--- config.mk ---
export PLATFORM = sky130hd
export DESIGN_NAME = video_gen
export DESIGN_NICKNAME = d
export VERILOG_FILES = /design/src/hw/video_pkg.sv /design/src/hw/video_if.sv /design/src/hw/bitmap_fetch.sv /design/src/hw/video_gen.sv /design/src/hw/video_regs.sv /design/src/hw/video_timing.sv
export SDC_FILE = /design/constraint.sdc
export NUM_CORES = 1
export LEC_CHECK = 0
export BUFFER_PORTS_ARGS = -buffer_cell sky130_fd_sc_hd__buf_2
export CAP_MARGIN = 0
export CELL_PAD_IN_SITES_DETAIL_PLACEMENT = 1
export CELL_PAD_IN_SITES_GLOBAL_PLACEMENT = 1
export CORE_ASPECT_RATIO = 1.1
export CORE_MARGIN = 2
export CORE_UTILIZATION = 47
export CTS_CLUSTER_SIZE = 40
export DETAILED_ROUTE_END_ITERATION = 6
export GPL_ROUTABILITY_DRIVEN = 0
export PLACE_DENSITY = 0.81
export SLEW_MARGIN = 15
export SYNTH_ARGS = -nofsm -noshare
export SYNTH_HDL_FRONTEND = slang
export SYNTH_SLANG_ARGS = --single-unit
--- constraint.sdc ---
create_clock -name clk -period 3.2 [get_ports clk]
set_input_delay 0 -clock clk [delete_from_list [all_inputs] [get_ports clk]]
set_output_delay 0 -clock clk [all_outputs]
set_load 0.05 [all_outputs]
--- src/hw/video_pkg.sv ---
// Video generator definitions

package video_pkg;

    // horizontal mode, in pixels
    localparam int VISIBLE_WIDTH   = 32;
    localparam int H_FRONT_PORCH   = 4;
    localparam int H_SYNC_PULSE    = 4;
    localparam int H_BACK_PORCH    = 8;
    localparam int OFFSCREEN_WIDTH = H_FRONT_PORCH + H_SYNC_PULSE + H_BACK_PORCH;
    localparam int TOTAL_WIDTH     = OFFSCREEN_WIDTH + VISIBLE_WIDTH;   // 48

    // vertical mode, in lines
    localparam int VISIBLE_HEIGHT  = 6;
    localparam int V_FRONT_PORCH   = 1;
    localparam int V_SYNC_PULSE    = 2;
    localparam int V_BACK_PORCH    = 1;
    localparam int TOTAL_HEIGHT    = VISIBLE_HEIGHT + V_FRONT_PORCH + V_SYNC_PULSE + V_BACK_PORCH;

    localparam logic H_SYNC_POLARITY = 1'b0;                // negative sync
    localparam logic V_SYNC_POLARITY = 1'b0;

    // bitmap layout and fetch
    localparam int PIXELS_PER_WORD = 4;
    localparam int FETCH_LEAD      = 8;                     // fetch starts this many pixels early
    localparam int WORDS_PER_LINE  = VISIBLE_WIDTH / PIXELS_PER_WORD;

    // field widths
    localparam int COUNT_W    = 11;
    localparam int ADDR_W     = 16;
    localparam int DATA_W     = 16;
    localparam int COLOR_W    = 8;
    localparam int REG_NUM_W  = 5;
    localparam int INTR_W     = 4;
    localparam int PIXEL_W    = DATA_W / PIXELS_PER_WORD;   // 4 bpp
    localparam int PHASE_W    = $clog2(PIXELS_PER_WORD);
    localparam int WORD_CNT_W = $clog2(WORDS_PER_LINE + 1);
    localparam int LEAD_W     = $clog2(FETCH_LEAD);

    localparam int INTR_VBLANK = 3;

    // same sequence for both axes
    typedef enum logic [1:0] {
        PRE_SYNC  = 2'b00,
        SYNC      = 2'b01,
        POST_SYNC = 2'b10,
        VISIBLE   = 2'b11
    } video_state_e;

    typedef enum logic [REG_NUM_W-1:0] {
        XR_VID_CTRL     = 5'd0,
        XR_SCANLINE     = 5'd4,     // read only
        XR_VID_HSIZE    = 5'd5,     // read only
        XR_VID_VSIZE    = 5'd6,     // read only
        XR_PA_GFX_CTRL  = 5'd8,
        XR_PA_DISP_ADDR = 5'd10,
        XR_PA_LINE_LEN  = 5'd11
    } xr_reg_e;

endpackage

--- src/hw/video_if.sv ---
// Raster and display configuration interfaces
`timescale 1ns/1ps

interface raster_if import video_pkg::*; ();
    logic [COUNT_W-1:0] h_count;
    logic [COUNT_W-1:0] v_count;
    video_state_e       h_state;
    video_state_e       v_state;
    logic               line_fetch;     // FETCH_LEAD pixels before a visible line
    logic               line_end;       // last visible pixel of a visible line
    logic               frame_end;      // last pixel of the frame
    logic               vblank;         // last visible pixel of the frame

    modport source (
        output h_count, v_count, h_state, v_state,
        output line_fetch, line_end, frame_end, vblank
    );
    modport sink (
        input h_count, v_count, h_state, v_state,
        input line_fetch, line_end, frame_end, vblank
    );
endinterface

interface display_cfg_if import video_pkg::*; ();
    logic [COLOR_W-1:0] colorbase;
    logic               blank;
    logic [ADDR_W-1:0]  start_addr;
    logic [ADDR_W-1:0]  line_len;       // words per line
    logic [COLOR_W-1:0] border_color;

    modport source (output colorbase, blank, start_addr, line_len, border_color);
    modport sink (input colorbase, blank, start_addr, line_len, border_color);
endinterface

--- src/hw/bitmap_fetch.sv ---
// Bitmap fetch and pixel scan-out
`timescale 1ns/1ps

module bitmap_fetch import video_pkg::*; (
    input  logic               clk,
    input  logic               reset_i,
    raster_if.sink             raster_i,
    display_cfg_if.sink        cfg_i,
    output logic               vram_sel_o,
    output logic [ADDR_W-1:0]  vram_addr_o,
    input  logic [DATA_W-1:0]  vram_data_i,
    output logic [COLOR_W-1:0] color_o
);

    // frame configuration
    logic [ADDR_W-1:0]       line_len;
    logic                    blank;
    logic [COLOR_W-PIXEL_W-1:0] colorbase_hi;
    logic [ADDR_W-1:0]       line_addr;         // first word of the current line

    logic [ADDR_W-1:0]       fetch_addr;
    logic [WORD_CNT_W-1:0]   fetch_left;        // words still to request
    logic [PHASE_W-1:0]      fetch_phase;
    logic                    fetch_start;
    logic                    fetch_step;
    logic                    data_valid;        // vram_data_i holds a word this cycle
    logic [DATA_W-1:0]       word_buf [2];
    logic                    wr_slot;

    logic [LEAD_W-1:0]       lead_cnt;          // cycles until the first visible pixel
    logic [PHASE_W-1:0]      pix_phase;
    logic                    rd_slot;
    logic [DATA_W-1:0]       pix_shift;
    logic                    load_word;
    logic                    visible;

    assign visible     = (raster_i.h_state == VISIBLE) && (raster_i.v_state == VISIBLE);
    assign fetch_start = raster_i.line_fetch && !blank;
    assign fetch_step  = (fetch_left != '0) && (fetch_phase == PHASE_W'(PIXELS_PER_WORD - 1));
    assign load_word   = (lead_cnt == LEAD_W'(1)) ||
                         (visible && pix_phase == PHASE_W'(PIXELS_PER_WORD - 1));

    always_ff @(posedge clk) begin
        if (reset_i) begin
            vram_sel_o   <= 1'b0;
            data_valid   <= 1'b0;
            fetch_left   <= '0;
            fetch_phase  <= '0;
            wr_slot      <= 1'b0;
            rd_slot      <= 1'b0;
            lead_cnt     <= '0;
            pix_phase    <= '0;
            line_addr    <= '0;
            line_len     <= ADDR_W'(WORDS_PER_LINE);
            blank        <= 1'b0;
            colorbase_hi <= '0;
        end else begin
            vram_sel_o  <= fetch_start || fetch_step;
            data_valid  <= vram_sel_o;          // fixed one cycle read latency
            fetch_phase <= fetch_phase + 1'b1;
            if (data_valid) begin
                wr_slot <= ~wr_slot;
            end
            if (load_word) begin
                rd_slot <= ~rd_slot;
            end
            if (fetch_start) begin
                fetch_left  <= WORD_CNT_W'(WORDS_PER_LINE - 1);
                fetch_phase <= '0;
                wr_slot     <= 1'b0;
                rd_slot     <= 1'b0;
                lead_cnt    <= LEAD_W'(FETCH_LEAD - 1);
            end else begin
                if (fetch_step) begin
                    fetch_left <= fetch_left - 1'b1;
                end
                if (lead_cnt != '0) begin
                    lead_cnt <= lead_cnt - 1'b1;
                end
            end
            if (lead_cnt == LEAD_W'(1)) begin
                pix_phase <= '0;                // first word goes to the shifter
            end else if (visible) begin
                pix_phase <= pix_phase + 1'b1;
            end
            // new configuration only takes effect between frames
            if (raster_i.frame_end) begin
                line_addr    <= cfg_i.start_addr;
                line_len     <= cfg_i.line_len;
                blank        <= cfg_i.blank;
                colorbase_hi <= cfg_i.colorbase[COLOR_W-1 -: COLOR_W-PIXEL_W];
            end else if (raster_i.line_end) begin
                line_addr <= line_addr + line_len;
            end
        end
    end

    always_ff @(posedge clk) begin
        if (fetch_start) begin
            vram_addr_o <= line_addr;
            fetch_addr  <= line_addr + 1'b1;
        end else if (fetch_step) begin
            vram_addr_o <= fetch_addr;
            fetch_addr  <= fetch_addr + 1'b1;
        end
        if (data_valid) begin
            word_buf[wr_slot] <= vram_data_i;
        end
        if (load_word) begin
            pix_shift <= word_buf[rd_slot];
        end else if (visible) begin
            pix_shift <= pix_shift << PIXEL_W;  // msb nibble is the leftmost pixel
        end
    end

    assign color_o = (visible && !blank) ? {colorbase_hi, pix_shift[DATA_W-1 -: PIXEL_W]}
                                         : cfg_i.border_color;

endmodule

--- src/hw/video_gen.sv ---
// Bitmap video generator top level
`timescale 1ns/1ps

module video_gen import video_pkg::*; (
    input  logic                 clk,
    input  logic                 reset_i,
    // register port
    input  logic                 reg_wr_i,
    input  logic [REG_NUM_W-1:0] reg_num_i,
    input  logic [DATA_W-1:0]    reg_data_i,
    output logic [DATA_W-1:0]    reg_data_o,
    input  logic [INTR_W-1:0]    intr_status_i,
    output logic [INTR_W-1:0]    intr_signal_o,
    // vram read port
    output logic                 vram_sel_o,
    output logic [ADDR_W-1:0]    vram_addr_o,
    input  logic [DATA_W-1:0]    vram_data_i,
    // video out
    output logic [COLOR_W-1:0]   color_index_o,
    output logic                 hsync_o,
    output logic                 vsync_o,
    output logic                 dv_de_o
);

    raster_if      raster ();
    display_cfg_if cfg ();

    logic [COLOR_W-1:0] color;

    video_timing u_timing (
        .clk      (clk),
        .reset_i  (reset_i),
        .raster_o (raster)
    );

    video_regs u_regs (
        .clk           (clk),
        .reset_i       (reset_i),
        .reg_wr_i      (reg_wr_i),
        .reg_num_i     (reg_num_i),
        .reg_data_i    (reg_data_i),
        .reg_data_o    (reg_data_o),
        .intr_status_i (intr_status_i),
        .intr_signal_o (intr_signal_o),
        .raster_i      (raster),
        .cfg_o         (cfg)
    );

    bitmap_fetch u_fetch (
        .clk         (clk),
        .reset_i     (reset_i),
        .raster_i    (raster),
        .cfg_i       (cfg),
        .vram_sel_o  (vram_sel_o),
        .vram_addr_o (vram_addr_o),
        .vram_data_i (vram_data_i),
        .color_o     (color)
    );

    // sync, enable and colour all sample the same counter state
    always_ff @(posedge clk) begin
        if (reset_i) begin
            hsync_o <= ~H_SYNC_POLARITY;
            vsync_o <= ~V_SYNC_POLARITY;
            dv_de_o <= 1'b0;
        end else begin
            hsync_o <= (raster.h_state == SYNC) ? H_SYNC_POLARITY : ~H_SYNC_POLARITY;
            vsync_o <= (raster.v_state == SYNC) ? V_SYNC_POLARITY : ~V_SYNC_POLARITY;
            dv_de_o <= (raster.h_state == VISIBLE) && (raster.v_state == VISIBLE);
        end
    end

    always_ff @(posedge clk) begin
        color_index_o <= color;
    end

endmodule

--- src/hw/video_regs.sv ---
// Video configuration registers
`timescale 1ns/1ps

module video_regs import video_pkg::*; (
    input  logic                 clk,
    input  logic                 reset_i,
    input  logic                 reg_wr_i,
    input  logic [REG_NUM_W-1:0] reg_num_i,
    input  logic [DATA_W-1:0]    reg_data_i,
    output logic [DATA_W-1:0]    reg_data_o,
    input  logic [INTR_W-1:0]    intr_status_i,
    output logic [INTR_W-1:0]    intr_signal_o,
    raster_if.sink               raster_i,
    display_cfg_if.source        cfg_o
);

    logic [COLOR_W-1:0] border_color;
    logic [COLOR_W-1:0] colorbase;
    logic               blank;
    logic [ADDR_W-1:0]  start_addr;
    logic [ADDR_W-1:0]  line_len;

    always_ff @(posedge clk) begin
        if (reset_i) begin
            intr_signal_o <= '0;
            border_color  <= '0;
            colorbase     <= '0;
            blank         <= 1'b0;
            start_addr    <= '0;
            line_len      <= ADDR_W'(WORDS_PER_LINE);  // one visible line of 4 bpp
        end else begin
            intr_signal_o <= '0;                        // strobes last one cycle
            if (reg_wr_i) begin
                case (reg_num_i)
                    XR_VID_CTRL: begin
                        border_color  <= reg_data_i[15:8];
                        intr_signal_o <= reg_data_i[INTR_W-1:0];
                    end
                    XR_PA_GFX_CTRL: begin
                        colorbase <= reg_data_i[15:8];
                        blank     <= reg_data_i[7];
                    end
                    XR_PA_DISP_ADDR: start_addr <= reg_data_i;
                    XR_PA_LINE_LEN:  line_len   <= reg_data_i;
                    default: ;                          // read only or unused
                endcase
            end
            if (raster_i.vblank) begin
                intr_signal_o[INTR_VBLANK] <= 1'b1;
            end
        end
    end

    // read data is registered, valid the cycle after the number
    always_ff @(posedge clk) begin
        case (reg_num_i)
            XR_VID_CTRL:
                reg_data_o <= {border_color, {(DATA_W-COLOR_W-INTR_W){1'b0}}, intr_status_i};
            XR_SCANLINE:
                reg_data_o <= {raster_i.v_state != VISIBLE, raster_i.h_state != VISIBLE,
                               {(DATA_W-COUNT_W-2){1'b0}}, raster_i.v_count};
            XR_VID_HSIZE:    reg_data_o <= DATA_W'(VISIBLE_WIDTH);
            XR_VID_VSIZE:    reg_data_o <= DATA_W'(VISIBLE_HEIGHT);
            XR_PA_GFX_CTRL:  reg_data_o <= {colorbase, blank, {(DATA_W-COLOR_W-1){1'b0}}};
            XR_PA_DISP_ADDR: reg_data_o <= start_addr;
            XR_PA_LINE_LEN:  reg_data_o <= line_len;
            default:         reg_data_o <= '0;
        endcase
    end

    assign cfg_o.border_color = border_color;
    assign cfg_o.colorbase    = colorbase;
    assign cfg_o.blank        = blank;
    assign cfg_o.start_addr   = start_addr;
    assign cfg_o.line_len     = line_len;

endmodule

--- src/hw/video_timing.sv ---
// Raster timing generator
`timescale 1ns/1ps

module video_timing import video_pkg::*; (
    input  logic    clk,
    input  logic    reset_i,
    raster_if.source raster_o
);

    logic [COUNT_W-1:0] h_count;
    logic [COUNT_W-1:0] v_count;
    logic [COUNT_W-1:0] h_limit;        // last count of the current state
    logic [COUNT_W-1:0] v_limit;
    video_state_e       h_state;
    video_state_e       v_state;
    logic               h_last;         // last pixel of any line
    logic               frame_end;

    function automatic video_state_e next_state(input video_state_e state);
        case (state)
            PRE_SYNC:  next_state = SYNC;
            SYNC:      next_state = POST_SYNC;
            POST_SYNC: next_state = VISIBLE;
            default:   next_state = PRE_SYNC;
        endcase
    endfunction

    // offscreen pixels come first, so the visible area ends each line
    always_comb begin
        case (h_state)
            PRE_SYNC:  h_limit = COUNT_W'(H_FRONT_PORCH - 1);
            SYNC:      h_limit = COUNT_W'(H_FRONT_PORCH + H_SYNC_PULSE - 1);
            POST_SYNC: h_limit = COUNT_W'(OFFSCREEN_WIDTH - 1);
            default:   h_limit = COUNT_W'(TOTAL_WIDTH - 1);
        endcase
    end

    // visible lines first, blanking at the bottom
    always_comb begin
        case (v_state)
            VISIBLE:   v_limit = COUNT_W'(VISIBLE_HEIGHT - 1);
            PRE_SYNC:  v_limit = COUNT_W'(VISIBLE_HEIGHT + V_FRONT_PORCH - 1);
            SYNC:      v_limit = COUNT_W'(VISIBLE_HEIGHT + V_FRONT_PORCH + V_SYNC_PULSE - 1);
            default:   v_limit = COUNT_W'(TOTAL_HEIGHT - 1);
        endcase
    end

    assign h_last    = (h_state == VISIBLE) && (h_count == h_limit);
    assign frame_end = h_last && (v_state == POST_SYNC) && (v_count == v_limit);

    always_ff @(posedge clk) begin
        if (reset_i) begin
            h_state <= PRE_SYNC;
            v_state <= PRE_SYNC;                    // first frame starts in blanking
            h_count <= '0;
            v_count <= '0;
        end else begin
            if (h_count == h_limit) begin
                h_state <= next_state(h_state);
            end
            if (h_last && (v_count == v_limit)) begin
                v_state <= next_state(v_state);
            end
            if (h_last) begin
                h_count <= '0;
                v_count <= frame_end ? '0 : v_count + 1'b1;
            end else begin
                h_count <= h_count + 1'b1;
            end
        end
    end

    assign raster_o.h_count    = h_count;
    assign raster_o.v_count    = v_count;
    assign raster_o.h_state    = h_state;
    assign raster_o.v_state    = v_state;
    assign raster_o.line_fetch = (v_state == VISIBLE) &&
                                 (h_count == COUNT_W'(OFFSCREEN_WIDTH - FETCH_LEAD));
    assign raster_o.line_end   = h_last && (v_state == VISIBLE);
    assign raster_o.frame_end  = frame_end;
    assign raster_o.vblank     = raster_o.line_end && (v_count == v_limit);

endmodule

==> summary.md, run 1 <==
| Metric | Value |
|---|---|
| WL per Instance | `between 20 and 25 µm` |
| Area Growth Syn to Fin | `17.8%` |
| Average size of a mapped cell | `between 9 and 10 µm²` |
| CP peak stage delay | `0.41 ns` |
| Gate power share | `0.082` |
| Total number of yosys warnings | `0` |
| Core area | `22300 µm²` |
| Fin crit share | `0.868` |
| Fmax | `between 0.3 and 0.4 GHz` |
| Total CTS buffers | `25` |
| Largest net degree at the start of global routing | `91` |
| Buffers & Inverters on Critical Path | `1` |
| Initial Util | `0.481` |
| Max Cap Viol | `0` |
| Clock network power share | `0.411` |
| Clock root cell | `clkbuf_16` |
| Die Ht | `162 µm` |
| CP top delay family | `simple AND/OR/NAND/NOR gates` |
| Top cells by area, synth | `dfxtp_1 (30%), edfxtp_1 (22%), nand2_1 (6.6%), ha_1 (4.1%), a21oi_1 (4.0%)` |
| Total track usage | `0.261` |
| Leak | `4.73 nW` |
| Final HPWL DP | `between 20000 and 25000 µm` |
| Ports | `92` |
| Post-synth EDFFs | `80` |
| Count of final max-slew check failures | `0` |
| Critical-path top delay cell | `nor4_4` |
| Sink Count | `239` |
| Drc violations | `0` |
| Crit path capture type | `register` |
| Post-CTS Hold Fix Bufs | `43` |
| Vias in the first global route | `9023` |
| Switching Share | `0.244` |
| First-pass GRT wire length | `49500 µm` |
| Post-DRT Antenna Nets | `0` |
| Synthesis-stage register bit count | `239` |
| Netlist Area Pre-Place | `10700 µm²` |
| Setup bufs post-CTS | `0` |
| Final Hold Fails | `0` |
| Int Power | `5.04 mW` |
| Sw power | `1.63 mW` |
| Most common cell after layout, fill and taps aside | `nand2_1` |
| Syn nets | `1152` |
| CTS tree | `built` |
| # diodes | `0` |
| # setup viols final | `0` |
| Status | `finished, final reports clean` |
| Worst IR Drop VDD | `0.547 mV` |
| Post-Syn Instances | `1072` |
| Starting DRC count in detailed routing | `a little under 600` |
| Min Clock Period, post-route | `between 2 and 3 ns` |
| Die width | `between 100 and 150 µm` |
| Port Buffers | `91` |
| DRT Wirelength | `31100 µm` |
| Most frequent cells in the layout | `nand2_1 (189), dfxtp_1 (159), buf_2 (90)` |
| Clock Path Buffers | `3` |
| Fin Clk Skew | `0.0112 ns` |
| Power density cells | `529 nW/µm²` |
| Layout Nets | `1278` |
| Clock transition at path regs | `0.06 ns` |
| Fin Setup TNS | `0 ns` |
| Total Power | `6.67 mW` |
| Synth area leader | `dfxtp_1` |
| Htree depth | `1` |
| Primary FF master, synth | `dfxtp_1` |
| Core Rows | `57` |
| Worst Path Required | `roughly 3.5 ns` |
| Area share of the largest cell type after synthesis | `0.297` |
| Vias per cell | `5.73` |
| Clock latency at the later pin of the worst-skew pair | `0.52 ns` |
| Vias | `8657` |
| Worst slew pin tran | `1.11 ns` |
| Slew headroom | `0.258` |
| Worst hold path class | `in2reg` |
| CP cell instances | `nor4_4 -> nand4_1 -> buf_4 -> mux2_2 -> ha_1 -> nand4_1 -> mux2_2 -> nor2_1 -> xor2_1` |
| Sequential power share | `0.508` |
| Async SR Flop Fraction | `0` |
| Netlist cell types | `74` |
| Crit Path Max Fanout | `15` |
| WS Path Type | `reg2reg` |
| GR Overflow Total | `0` |
| Arrival time of the worst setup path | `between 3 and 4 ns` |
| Antenna violations before repair | `0` |
| PostCTS Resize Cnt | `0` |
| Worst setup SP type | `register` |
| 1st-pass router iterations | `5` |
| Full die area | `24000 µm²` |
| RSZ-0062 raised after global routing | `no` |
| Share of layout cells above drive strength 1 | `0.181` |
| Seq/Total Area, Yosys | `0.522` |
## layout make-up
cell class / count / area [µm²]
clock inverters: 12 / 67.6
flip-flops and latches: 239 / 5590
fillers: 2502 / 9640
repair buffers: 151 / 1020
inverters: 20 / 75.1
multi-input cells: 761 / 4800
clock buffers: 34 / 699
well taps: 295 / 369
## stage by stage
stage	std cells	worst slack (ns)	instance area, µm²	util	hold slack, ns
after floorplan	1072	0.259	10700	-	0.0989
after global placement	1423	0.528	11400	0.513	0.189
after detailed placement	1423	0.420	11400	0.513	0.191
after CTS	1512	0.412	12600	0.566	0.0448
after global routing	1512	0.220	12600	0.567	0.136
final	1512	0.421	12600	0.567	0.0897
## final timing paths
check | startpoint | endpoint | slack, ns | cells past startpoint
worst min-delay path | reg_num_i[2] | u_regs.reg_data_o[5]$_DFF_P_ | 0.09 | 4
worst min register to register | u_fetch.fetch_phase[0]$_SDFF_PP0_ | u_fetch.fetch_phase[0]$_SDFF_PP0_ | 0.42 | 1
worst max register to register | u_timing.raster_o.h_count[4]$_SDFF_PP0_ | u_fetch.fetch_addr[14]$_DFFE_PP_ | 0.42 | 9
worst max-delay path | u_timing.raster_o.h_count[4]$_SDFF_PP0_ | u_fetch.fetch_addr[14]$_DFFE_PP_ | 0.42 | 9
## power groups by stage
| stage | clock [mW] | sequential, mW | combinational (mW) |
|---|---|---|---|
| after global routing | 2.90 | 3.39 | 0.610 |
| after global placement | 0 | 3.44 | 0.465 |
| after CTS | 2.78 | 3.38 | 0.534 |
| final | 2.74 | 3.39 | 0.544 |
| after detailed placement | 0 | 3.44 | 0.493 |
| after floorplan | 0 | 3.39 | 0.370 |
## routing by layer
metal	wire length (µm)	up-vias	track usage
met2	15300	243	0.447
met3	1610	57	0.0351
met1	13200	4287	0.341
met4	951	0	0.0874
li1	-	4070	-
met5	0	-	0
## synthesized netlist by cell type, drive strengths merged (20+ instances only)
master,instances
ha,35
mux2i,24
xor2,27
a22oi,21
nor2,66
xnor2,26
a21oi,106
clkbuf,37
o21ai,36
nand3,45
edfxtp,80
mux2,23
inv,20
nand2,199
dfxtp,159
## flip-flops by register name, summed over array words and instances (netlist names), 3 cells and up, named ones only
name,cells
u_fetch.fetch_addr,16
u_regs.reg_data_o,16
u_fetch.lead_cnt,3
u_fetch.line_addr,16
u_fetch.line_len,16
u_regs.intr_signal_o,4
u_timing.raster_o.h_count,11
u_fetch.vram_addr_o,16
u_timing.raster_o.v_count,11
u_regs.cfg_o.line_len,16
color_index_o,8
u_fetch.word_buf,32
u_regs.cfg_o.colorbase,8
u_regs.cfg_o.start_addr,16
u_fetch.fetch_left,4
u_fetch.colorbase_hi,4
u_fetch.pix_shift,16
u_regs.cfg_o.border_color,8
## kinds of logic after synthesis
family / count (synthesis) / synth area share
AO/OA/AOI/OAI: 228 / 0.140
adder cells (fa/ha/maj): 36 / 0.0428
flip-flops: 239 / 0.522
XOR/XNOR: 53 / 0.0434
buffers and inverters: 72 / 0.0318
multiplexers: 47 / 0.0466
AND/OR/NAND/NOR: 397 / 0.174
## worst register-to-register path: stages, from the launching register on
cell and delay (ns):
dfxtp_1 0.36, nor4_4 0.41, nand4_1 0.28, buf_4 0.27, mux2_2 0.27, ha_1 0.30, nand4_1 0.12, mux2_2 0.31
nor2_1 0.13, xor2_1 0.09
Power figures use the tool's default switching activity.
==> run 2, diff against run 1 <==
- SYNTH_HIERARCHICAL: unset -> 1
==> run 2 against run 1 <==
Against the previous run: via count fell by 0.30%; worst hold slack got worse by 0.049 ns; critical path type unchanged; clock-buffer cell count rose by 5; die area rose by 2.0%; global-route usage fell by 1.4 points; sequential share of layout area fell by 1.2 points; flip-flop and latch count did not move; first-iteration DRC count fell by 8.4%; clock skew rose by 0.0072 ns; register-to-register slack got worse by 0.19 ns.
==> summary.md, run 2 <==
| Metric | Value |
|---|---|
| # setup viols final | `0 (unchanged)` |
| Max Cap Viol | `0 (unchanged)` |
| Status | `finished, final reports clean` |
| XOR/XNOR Fraction of Synth Area | `0.0393 (-0.00409)` |
| Largest net degree at the start of global routing | `77 (-15%)` |
| RSZ-0062 raised after global routing | `no` |
| Area share of the largest cell type after synthesis | `0.291 (-0.00603)` |
| Compound-cell area share of the yosys netlist | `0.121 (-0.0191)` |
| Full die area | `24500 µm² (+2.0%)` |
| Layout Nets | `1278 (unchanged)` |
| Synthesis-stage register bit count | `239 (unchanged)` |
| Arrival time of the worst setup path | `3.36 ns (+0.31 ns)` |
| Vias per cell | `5.67 (-0.96%)` |
| Dpl cell area | `11600 µm² (+1.9%)` |
| Top cells by area, synth | `dfxtp_1 (29%), edfxtp_1 (22%), mux2i_1 (5.6%), nand3_1 (4.1%), a21oi_1 (3.9%)` |
| Worst hold path startpoint | `reg_num_i[1]` |
| Total track usage | `0.247 (-0.0138)` |
| Uppermost layer routed | `met4` |
| Core area | `22900 µm² (+2.7%)` |
| Clock Path Buffers | `3 (unchanged)` |
| Fin Clk Skew | `0.0184 ns (+0.00721 ns)` |
| Fin Setup TNS | `0 ns (unchanged)` |
| Async SR Flop Fraction | `0 (unchanged)` |
| Mux contribution to synthesized area | `0.0750 (+0.0284)` |
| Simple-gate share of the synthesized area | `0.176 (+0.00243)` |
| Core Rows | `58 (+1.8%)` |
| Total number of yosys warnings | `6 (+6)` |
| Post-Syn Instances | `1084 (+1.1%)` |
| Port Buffers | `91 (unchanged)` |
| Sink Count | `239 (unchanged)` |
| Fillers | `2562 (+2.4%)` |
| Worst IR Drop VDD | `0.395 mV (-28%)` |
| Crit Path Max Fanout | `31 (+16)` |
| WL per Instance | `19.8 µm (-3.8%)` |
| CTS tree | `built` |
| Htree depth | `1 (unchanged)` |
| Crit path capture type | `register` |
| Largest register FFs | `32 (unchanged)` |
| Worst Setup SP | `u_timing/raster_o.v_state[1]$_SDFFE_PP0P_` |
| Total CTS buffers | `26 (+4.0%)` |
| Fin crit share | `0.928 (+0.0598)` |
| WS Path Type | `reg2reg` |
| Final instance area | `13000 µm² (+2.7%)` |
| Count leader, synth | `dfxtp_1` |
| Worst setup SP type | `register` |
| Vias | `8631 (-0.30%)` |
| Drc violations | `0 (unchanged)` |
| Area Growth Syn to Fin | `18.6%` |
| Adder-cell area share of the yosys netlist | `0.0396 (-0.00316)` |
| Final Hold Fails | `0 (unchanged)` |
| Metal3 WL | `976 µm (-39%)` |
| Initial Util | `0.478 (-0.00311)` |
| Clock root cell | `clkbuf_16` |
| Ports | `92 (unchanged)` |
| Syn nets | `1162 (+0.87%)` |
| Primary FF master, synth | `dfxtp_1` |
| Antenna violations before repair | `1 (+1)` |
| GR Overflow Total | `0 (unchanged)` |
| Most common cell after layout, fill and taps aside | `dfxtp_1` |
| Worst slew pin tran | `1.04 ns (-0.0775 ns)` |
| Netlist cell types | `73 (-1.4%)` |
| Worst Path Required | `3.59 ns (+0.12 ns)` |
| Final HPWL DP | `20000 µm (-3.5%)` |
| Average size of a mapped cell | `10.1 µm² (+0.94%)` |
| Wire length on met1 | `13200 µm (-0.11%)` |
| Power density cells | `557 nW/µm² (+5.3%)` |
| Post-DRT Antenna Nets | `0 (unchanged)` |
| Largest family of logic cells by synthesized area | `simple AND/OR/NAND/NOR gates` |
| Die Ht | `164 µm (+1.0%)` |
| Post-synth EDFFs | `80 (unchanged)` |
| Leak | `4.90 nW (+3.5%)` |
| Vias in the first global route | `8884 (-1.5%)` |
| Die width | `149 µm (+1.0%)` |
| Clock transition at path regs | `0.06 ns (about the same)` |
| Starting DRC count in detailed routing | `545 (-8.4%)` |
| Most frequent cells in the layout | `dfxtp_1 (159), buf_2 (90), nand3_1 (89)` |
| Seq/Total Area, Yosys | `0.511 (-0.0106)` |
| Min Clock Period, post-route | `2.97 ns (+0.191 ns)` |
| R2r startpoint | `u_timing/raster_o.v_state[1]$_SDFFE_PP0P_` |
| Top reg by flops | `u_fetch/word_buf` |
| Count of final max-slew check failures | `0 (unchanged)` |
| Commonest cells in the synthesized netlist | `dfxtp_1 (159), nand3_1 (89), a21oi_1 (86)` |
| First-pass GRT wire length | `48300 µm (-2.4%)` |
| Netlist Area Pre-Place | `10900 µm² (+2.1%)` |
| Clock latency at the later pin of the worst-skew pair | `0.53 ns (about the same)` |
| Fmax | `0.337 GHz (-6.4%)` |
| Worst hold path class | `in2reg` |
| DRT Wirelength | `30100 µm (-3.2%)` |
| Synth area leader | `dfxtp_1` |
| Share of layout cells above drive strength 1 | `0.154 (-0.0267)` |
| 1st-pass router iterations | `5 (unchanged)` |
| Slew headroom | `0.309 (+0.0507)` |
| Hold Worst Slack | `0.0404 ns (-0.0493 ns)` |
| Met2 WL | `15400 µm (+0.33%)` |
## run 2: cell types whose count changed after synthesis, moves of 21 or more
cell,change
o21ai_1,+24
mux2i_1,+37
o21ai_0,+24
nand3_1,+44
nand2_1,-106
a22oi_1,-21
## run 2: what timing repair did
| item | in CTS | in global routing |
|---|---|---|
| endpoints found under the hold margin | 92 | 0 |
| resized for setup | 0 | 0 |
| setup buffers | 0 | 0 |
| hold buffers | 40 | 0 |
## run 2: report_power, final
| part | leakage [nW] | switching [mW] | internal [mW] | total [mW] |
|---|---|---|---|---|
| combinational | 2.43 | 0.381 | 0.242 | 0.623 |
| sequential | 2.01 | 0.105 | 3.29 | 3.39 |
| clock | 0.460 | 1.21 | 1.98 | 3.20 |
## run 2: final timing paths
check                                      endpoint  slack (ns)  depth (start not counted)
hold reg to reg   u_fetch/fetch_phase[0]$_SDFF_PP0_        0.45                          1
setup reg to reg  u_fetch/line_addr[7]$_SDFFE_PP0P_        0.23                         10
hold / removal         u_regs/reg_data_o[2]$_DFF_P_        0.04                          3
setup / recovery  u_fetch/line_addr[7]$_SDFFE_PP0P_        0.23                         10
## run 2: logic make-up (layout without fill, tap and decap cells)
logic type | Yosys count | in the layout
muxes | 79 | 79
xor gates and xnor gates | 49 | 49
other | 0 | 2
and+or+nand+nor | 366 | 366
adders and majority gates | 34 | 34
buffers and inverters | 88 | 224
AOI/OAI and AO/OA | 229 | 229
DFF | 239 | 239
## run 2: metal layers
metal,up-vias,track usage
li1,4150,-
met1,4276,0.318
met2,161,0.441
met3,44,0.0297
met4,0,0.0589
met5,-,0
## run 2: cell type report
| cell class | instances | area [µm²] | share of cell area |
|---|---|---|---|
| timing repair buffer | 151 | 1020 | 0.0788 |
| multi-input combinational | 757 | 4950 | 0.382 |
| clock buffer | 39 | 771 | 0.0595 |
| tap | 300 | 375 | 0.0290 |
| sequential | 239 | 5590 | 0.431 |
| antenna | 2 | 5.00 | 0.000386 |
| clock inverter | 9 | 149 | 0.0115 |
| inverter | 25 | 93.8 | 0.00724 |
## run 2: worst max-delay path: stages (launching register included)
cell	delay (ns)
dfxtp_1	0.49
inv_1	0.08
ha_1	0.31
or3b_2	0.50
nand2_1	0.10
nand4_1	0.28
nor2_4	0.23
buf_4	0.41
nor3b_1	0.12
a21oi_1	0.18
o22ai_1	0.11
## run 2: per-stage QoR
step,util,total power [mW],cells,worst slack (ns)
2_1_floorplan,-,3.82,1084,0.425
3_3_place_gp,0.509,3.98,1432,0.452
3_5_place_dp,0.509,4.02,1432,0.276
4_1_cts,0.566,7.23,1520,0.239
5_1_grt,0.567,7.46,1521,0.0477
6_report,0.567,7.21,1522,0.230
==> run 3, diff against run 2 <==
- PLACE_DENSITY: 0.81 -> unset
- PLACE_DENSITY_LB_ADDON: unset -> 0.12
==> run 3 against run 2 <==
Against the previous run: global-route usage rose by 0.61 points; sequential share of layout area up 0.26 points; clock power shrank 4%; non-clock buffer count down 1; cell count decreased by 0.33%; critical path depth grew 2; register-to-register slack got worse by 0.02 ns; via count grew 0.31%; die area is the same; highest routed layer is now met5.
==> summary.md, run 3 (synthesis results as in run 2) <==
| Metric | Value |
|---|---|
| Clock network power share | `0.434 (-0.009)` |
| Full die area | `24500 µm² (unchanged)` |
| Largest register FFs | `32 (unchanged)` |
| CP peak stage delay | `0.48 ns (-0.02 ns)` |
| # setup viols final | `0 (unchanged)` |
| WL per Instance | `20.2 µm (+2.0%)` |
| Count of final max-slew check failures | `0 (unchanged)` |
| Antenna violations before repair | `1 (unchanged)` |
| DRT Wirelength | `30600 µm (+1.6%)` |
| Final Instance Count excl. Fillers | `1517 (-0.33%)` |
| Clock transition at path regs | `0.06 ns (about the same)` |
| Clock root cell | `clkbuf_16` |
| CP top delay family | `simple AND/OR/NAND/NOR gates` |
| Int Power | `5.39 mW (-2.2%)` |
| Status | `finished, final reports clean` |
| Initial Util | `0.478 (unchanged)` |
| Dpl ws | `0.196 ns (-0.0805 ns)` |
| CP cell instances | `ha_2 -> nand4_1 -> nor2_1 -> buf_4 -> and2b_1 -> nand2_1 -> nand2_1 -> ha_1 -> nand4_1 -> or2_1 -> nor3_2 -> xor2_1` |
| Worst setup SP type | `register` |
| WS Path Type | `reg2reg` |
| Htree depth | `1 (unchanged)` |
| Vias | `8658 (+0.31%)` |
| RSZ-0062 raised after global routing | `no` |
| Sink Count | `239 (unchanged)` |
| Fmax | `0.334 GHz (-0.68%)` |
| Total track usage | `0.253 (+0.00612)` |
| Sequential power share | `0.479 (+0.009)` |
| Fin Clk Skew | `0.0116 ns (-0.00679 ns)` |
| Buffers & Inverters on Critical Path | `1 (-1)` |
| Area Growth Syn to Fin | `17.9%` |
| Vias per cell | `5.71 (+0.64%)` |
| First-pass GRT wire length | `49200 µm (+1.8%)` |
| Arrival time of the worst setup path | `3.26 ns (-0.10 ns)` |
| 1st-pass router iterations | `5 (unchanged)` |
| Top reg by flops | `u_fetch/word_buf` |
| Fin Setup TNS | `0 ns (unchanged)` |
| Final HPWL DP | `20600 µm (+3.1%)` |
| Starting DRC count in detailed routing | `319 (-41%)` |
| Inst Count DP | `1434 (+0.14%)` |
| Crit Path Max Fanout | `9 (-71%)` |
| Clock Path Buffers | `3 (unchanged)` |
| Largest net degree at the start of global routing | `76 (-1.3%)` |
| Sw power | `1.67 mW (-1.8%)` |
| Share of layout cells above drive strength 1 | `0.153 (-0.00126)` |
| Most common cell after layout, fill and taps aside | `dfxtp_1` |
| Critical-path top delay cell | `dfxtp_1` |
| GR Overflow Total | `0 (unchanged)` |
| Layout Nets | `1276 (-0.16%)` |
| Gate power share | `0.087 (about the same)` |
| Core area | `22900 µm² (unchanged)` |
| Worst slew pin tran | `0.995 ns (-0.0402 ns)` |
| Power density cells | `549 nW/µm² (-1.5%)` |
| Die width | `149 µm (unchanged)` |
| Vias in the first global route | `9014 (+1.5%)` |
| Port Buffers | `91 (unchanged)` |
| Worst IR Drop VDD | `0.549 mV (+39%)` |
| Core Rows | `58 (unchanged)` |
| Setup bufs post-CTS | `0 (unchanged)` |
| Leak | `4.86 nW (-0.87%)` |
| # diodes | `0 (-2)` |
| Most frequent cells in the layout | `dfxtp_1 (159), buf_2 (90), nand3_1 (89)` |
| Crit path capture type | `register` |
| Worst Path Required | `3.47 ns (-0.12 ns)` |
| Setup slack after layout | `0.210 ns (-0.0202 ns)` |
| Fillers | `2504 (-2.3%)` |
| CTS tree | `built` |
| Final Hold Fails | `0 (unchanged)` |
| Worst hold path class | `in2reg` |
| Ports | `92 (unchanged)` |
| Post-DRT Antenna Nets | `0 (unchanged)` |
| Switching Share | `0.236 (+0.000587)` |
| Total CTS buffers | `25 (-3.8%)` |
| Min Clock Period, post-route | `2.99 ns (+0.0202 ns)` |
| Fin crit share | `0.934 (+0.00632)` |
| Clock latency at the later pin of the worst-skew pair | `0.53 ns (about the same)` |
| Max Cap Viol | `0 (unchanged)` |
| Slew headroom | `0.336 (+0.0268)` |
| Die Ht | `164 µm (unchanged)` |
| Drc violations | `0 (unchanged)` |
[run 3: cell types whose count changed in the layout (fill, tap and decap cells not counted), sizes merged]
cell         before  now
clkbuf           39   33
clkinv            6    8
bufinv            4    5
diode             2    0
inv              24   25
dlygate4sd3      40   37
buf             111  113
[run 3: what timing repair did]
item	4_1_cts	5_1_grt
hold endpoints to repair	90	0
hold buffers	37	0
resized for setup	0	1
setup endpoints to repair	0	3
[run 3: power by group through the flow]
stage                     clock [mW]  combinational (mW)  sequential [mW]
after CTS                       3.12               0.608             3.39
after global placement             0               0.536             3.44
final                           3.07               0.611             3.38
after floorplan                    0               0.422             3.40
after global routing            3.23               0.677             3.40
after detailed placement           0               0.565             3.45
[run 3: path summary, 6_finish.rpt]
path / from / to / slack, ns / depth (start not counted)
max: u_timing/raster_o.v_state[1]$_SDFFE_PP0P_ / u_fetch/fetch_addr[12]$_DFFE_PP_ / 0.21 / 12
min: reset_i / u_regs/intr_signal_o[3]$_SDFF_PP0_ / 0.008 / 2
max reg2reg: u_timing/raster_o.v_state[1]$_SDFFE_PP0P_ / u_fetch/fetch_addr[12]$_DFFE_PP_ / 0.21 / 12
min reg2reg: u_fetch/fetch_phase[0]$_SDFF_PP0_ / u_fetch/fetch_phase[0]$_SDFF_PP0_ / 0.44 / 1
[run 3: layout make-up]
cell class	instances	area [µm²]	area share
Clock buffer	33	666	0.0517
Clock inverter	13	193	0.0150
Inverter	25	93.8	0.00729
Multi-Input combinational cell	757	4960	0.385
Sequential cell	239	5590	0.434
Tap cell	300	375	0.0292
Timing Repair Buffer	150	1010	0.0781
[run 3: worst register-to-register path: stages, from the launching register on]
cell     delay [ns]
dfxtp_1        0.48
ha_2           0.31
nand4_1        0.10
nor2_1         0.22
buf_4          0.21
and2b_1        0.23
nand2_1        0.08
nand2_1        0.12
ha_1           0.26
nand4_1        0.19
or2_1          0.31
nor3_2         0.15
xor2_1         0.08
[run 3: per-layer routing]
layer,track usage,up-vias,part of all wire
li1,-,4145,-
met1,0.312,4282,0.43
met2,0.456,172,0.51
met3,0.0328,57,0.036
met4,0.0835,2,0.032
met5,0,-,0.00023
[run 3: per-stage QoR]
step	hold WS [ns]	power, mW	util	cell area, µm²
3_3_place_gp	0.188	3.98	0.509	11600
6_report	0.00786	7.06	0.563	12900
4_1_cts	0.00538	7.12	0.563	12900
5_1_grt	0.0562	7.31	0.563	12900
3_5_place_dp	0.192	4.01	0.509	11600
2_1_floorplan	0.0694	3.82	-	10900
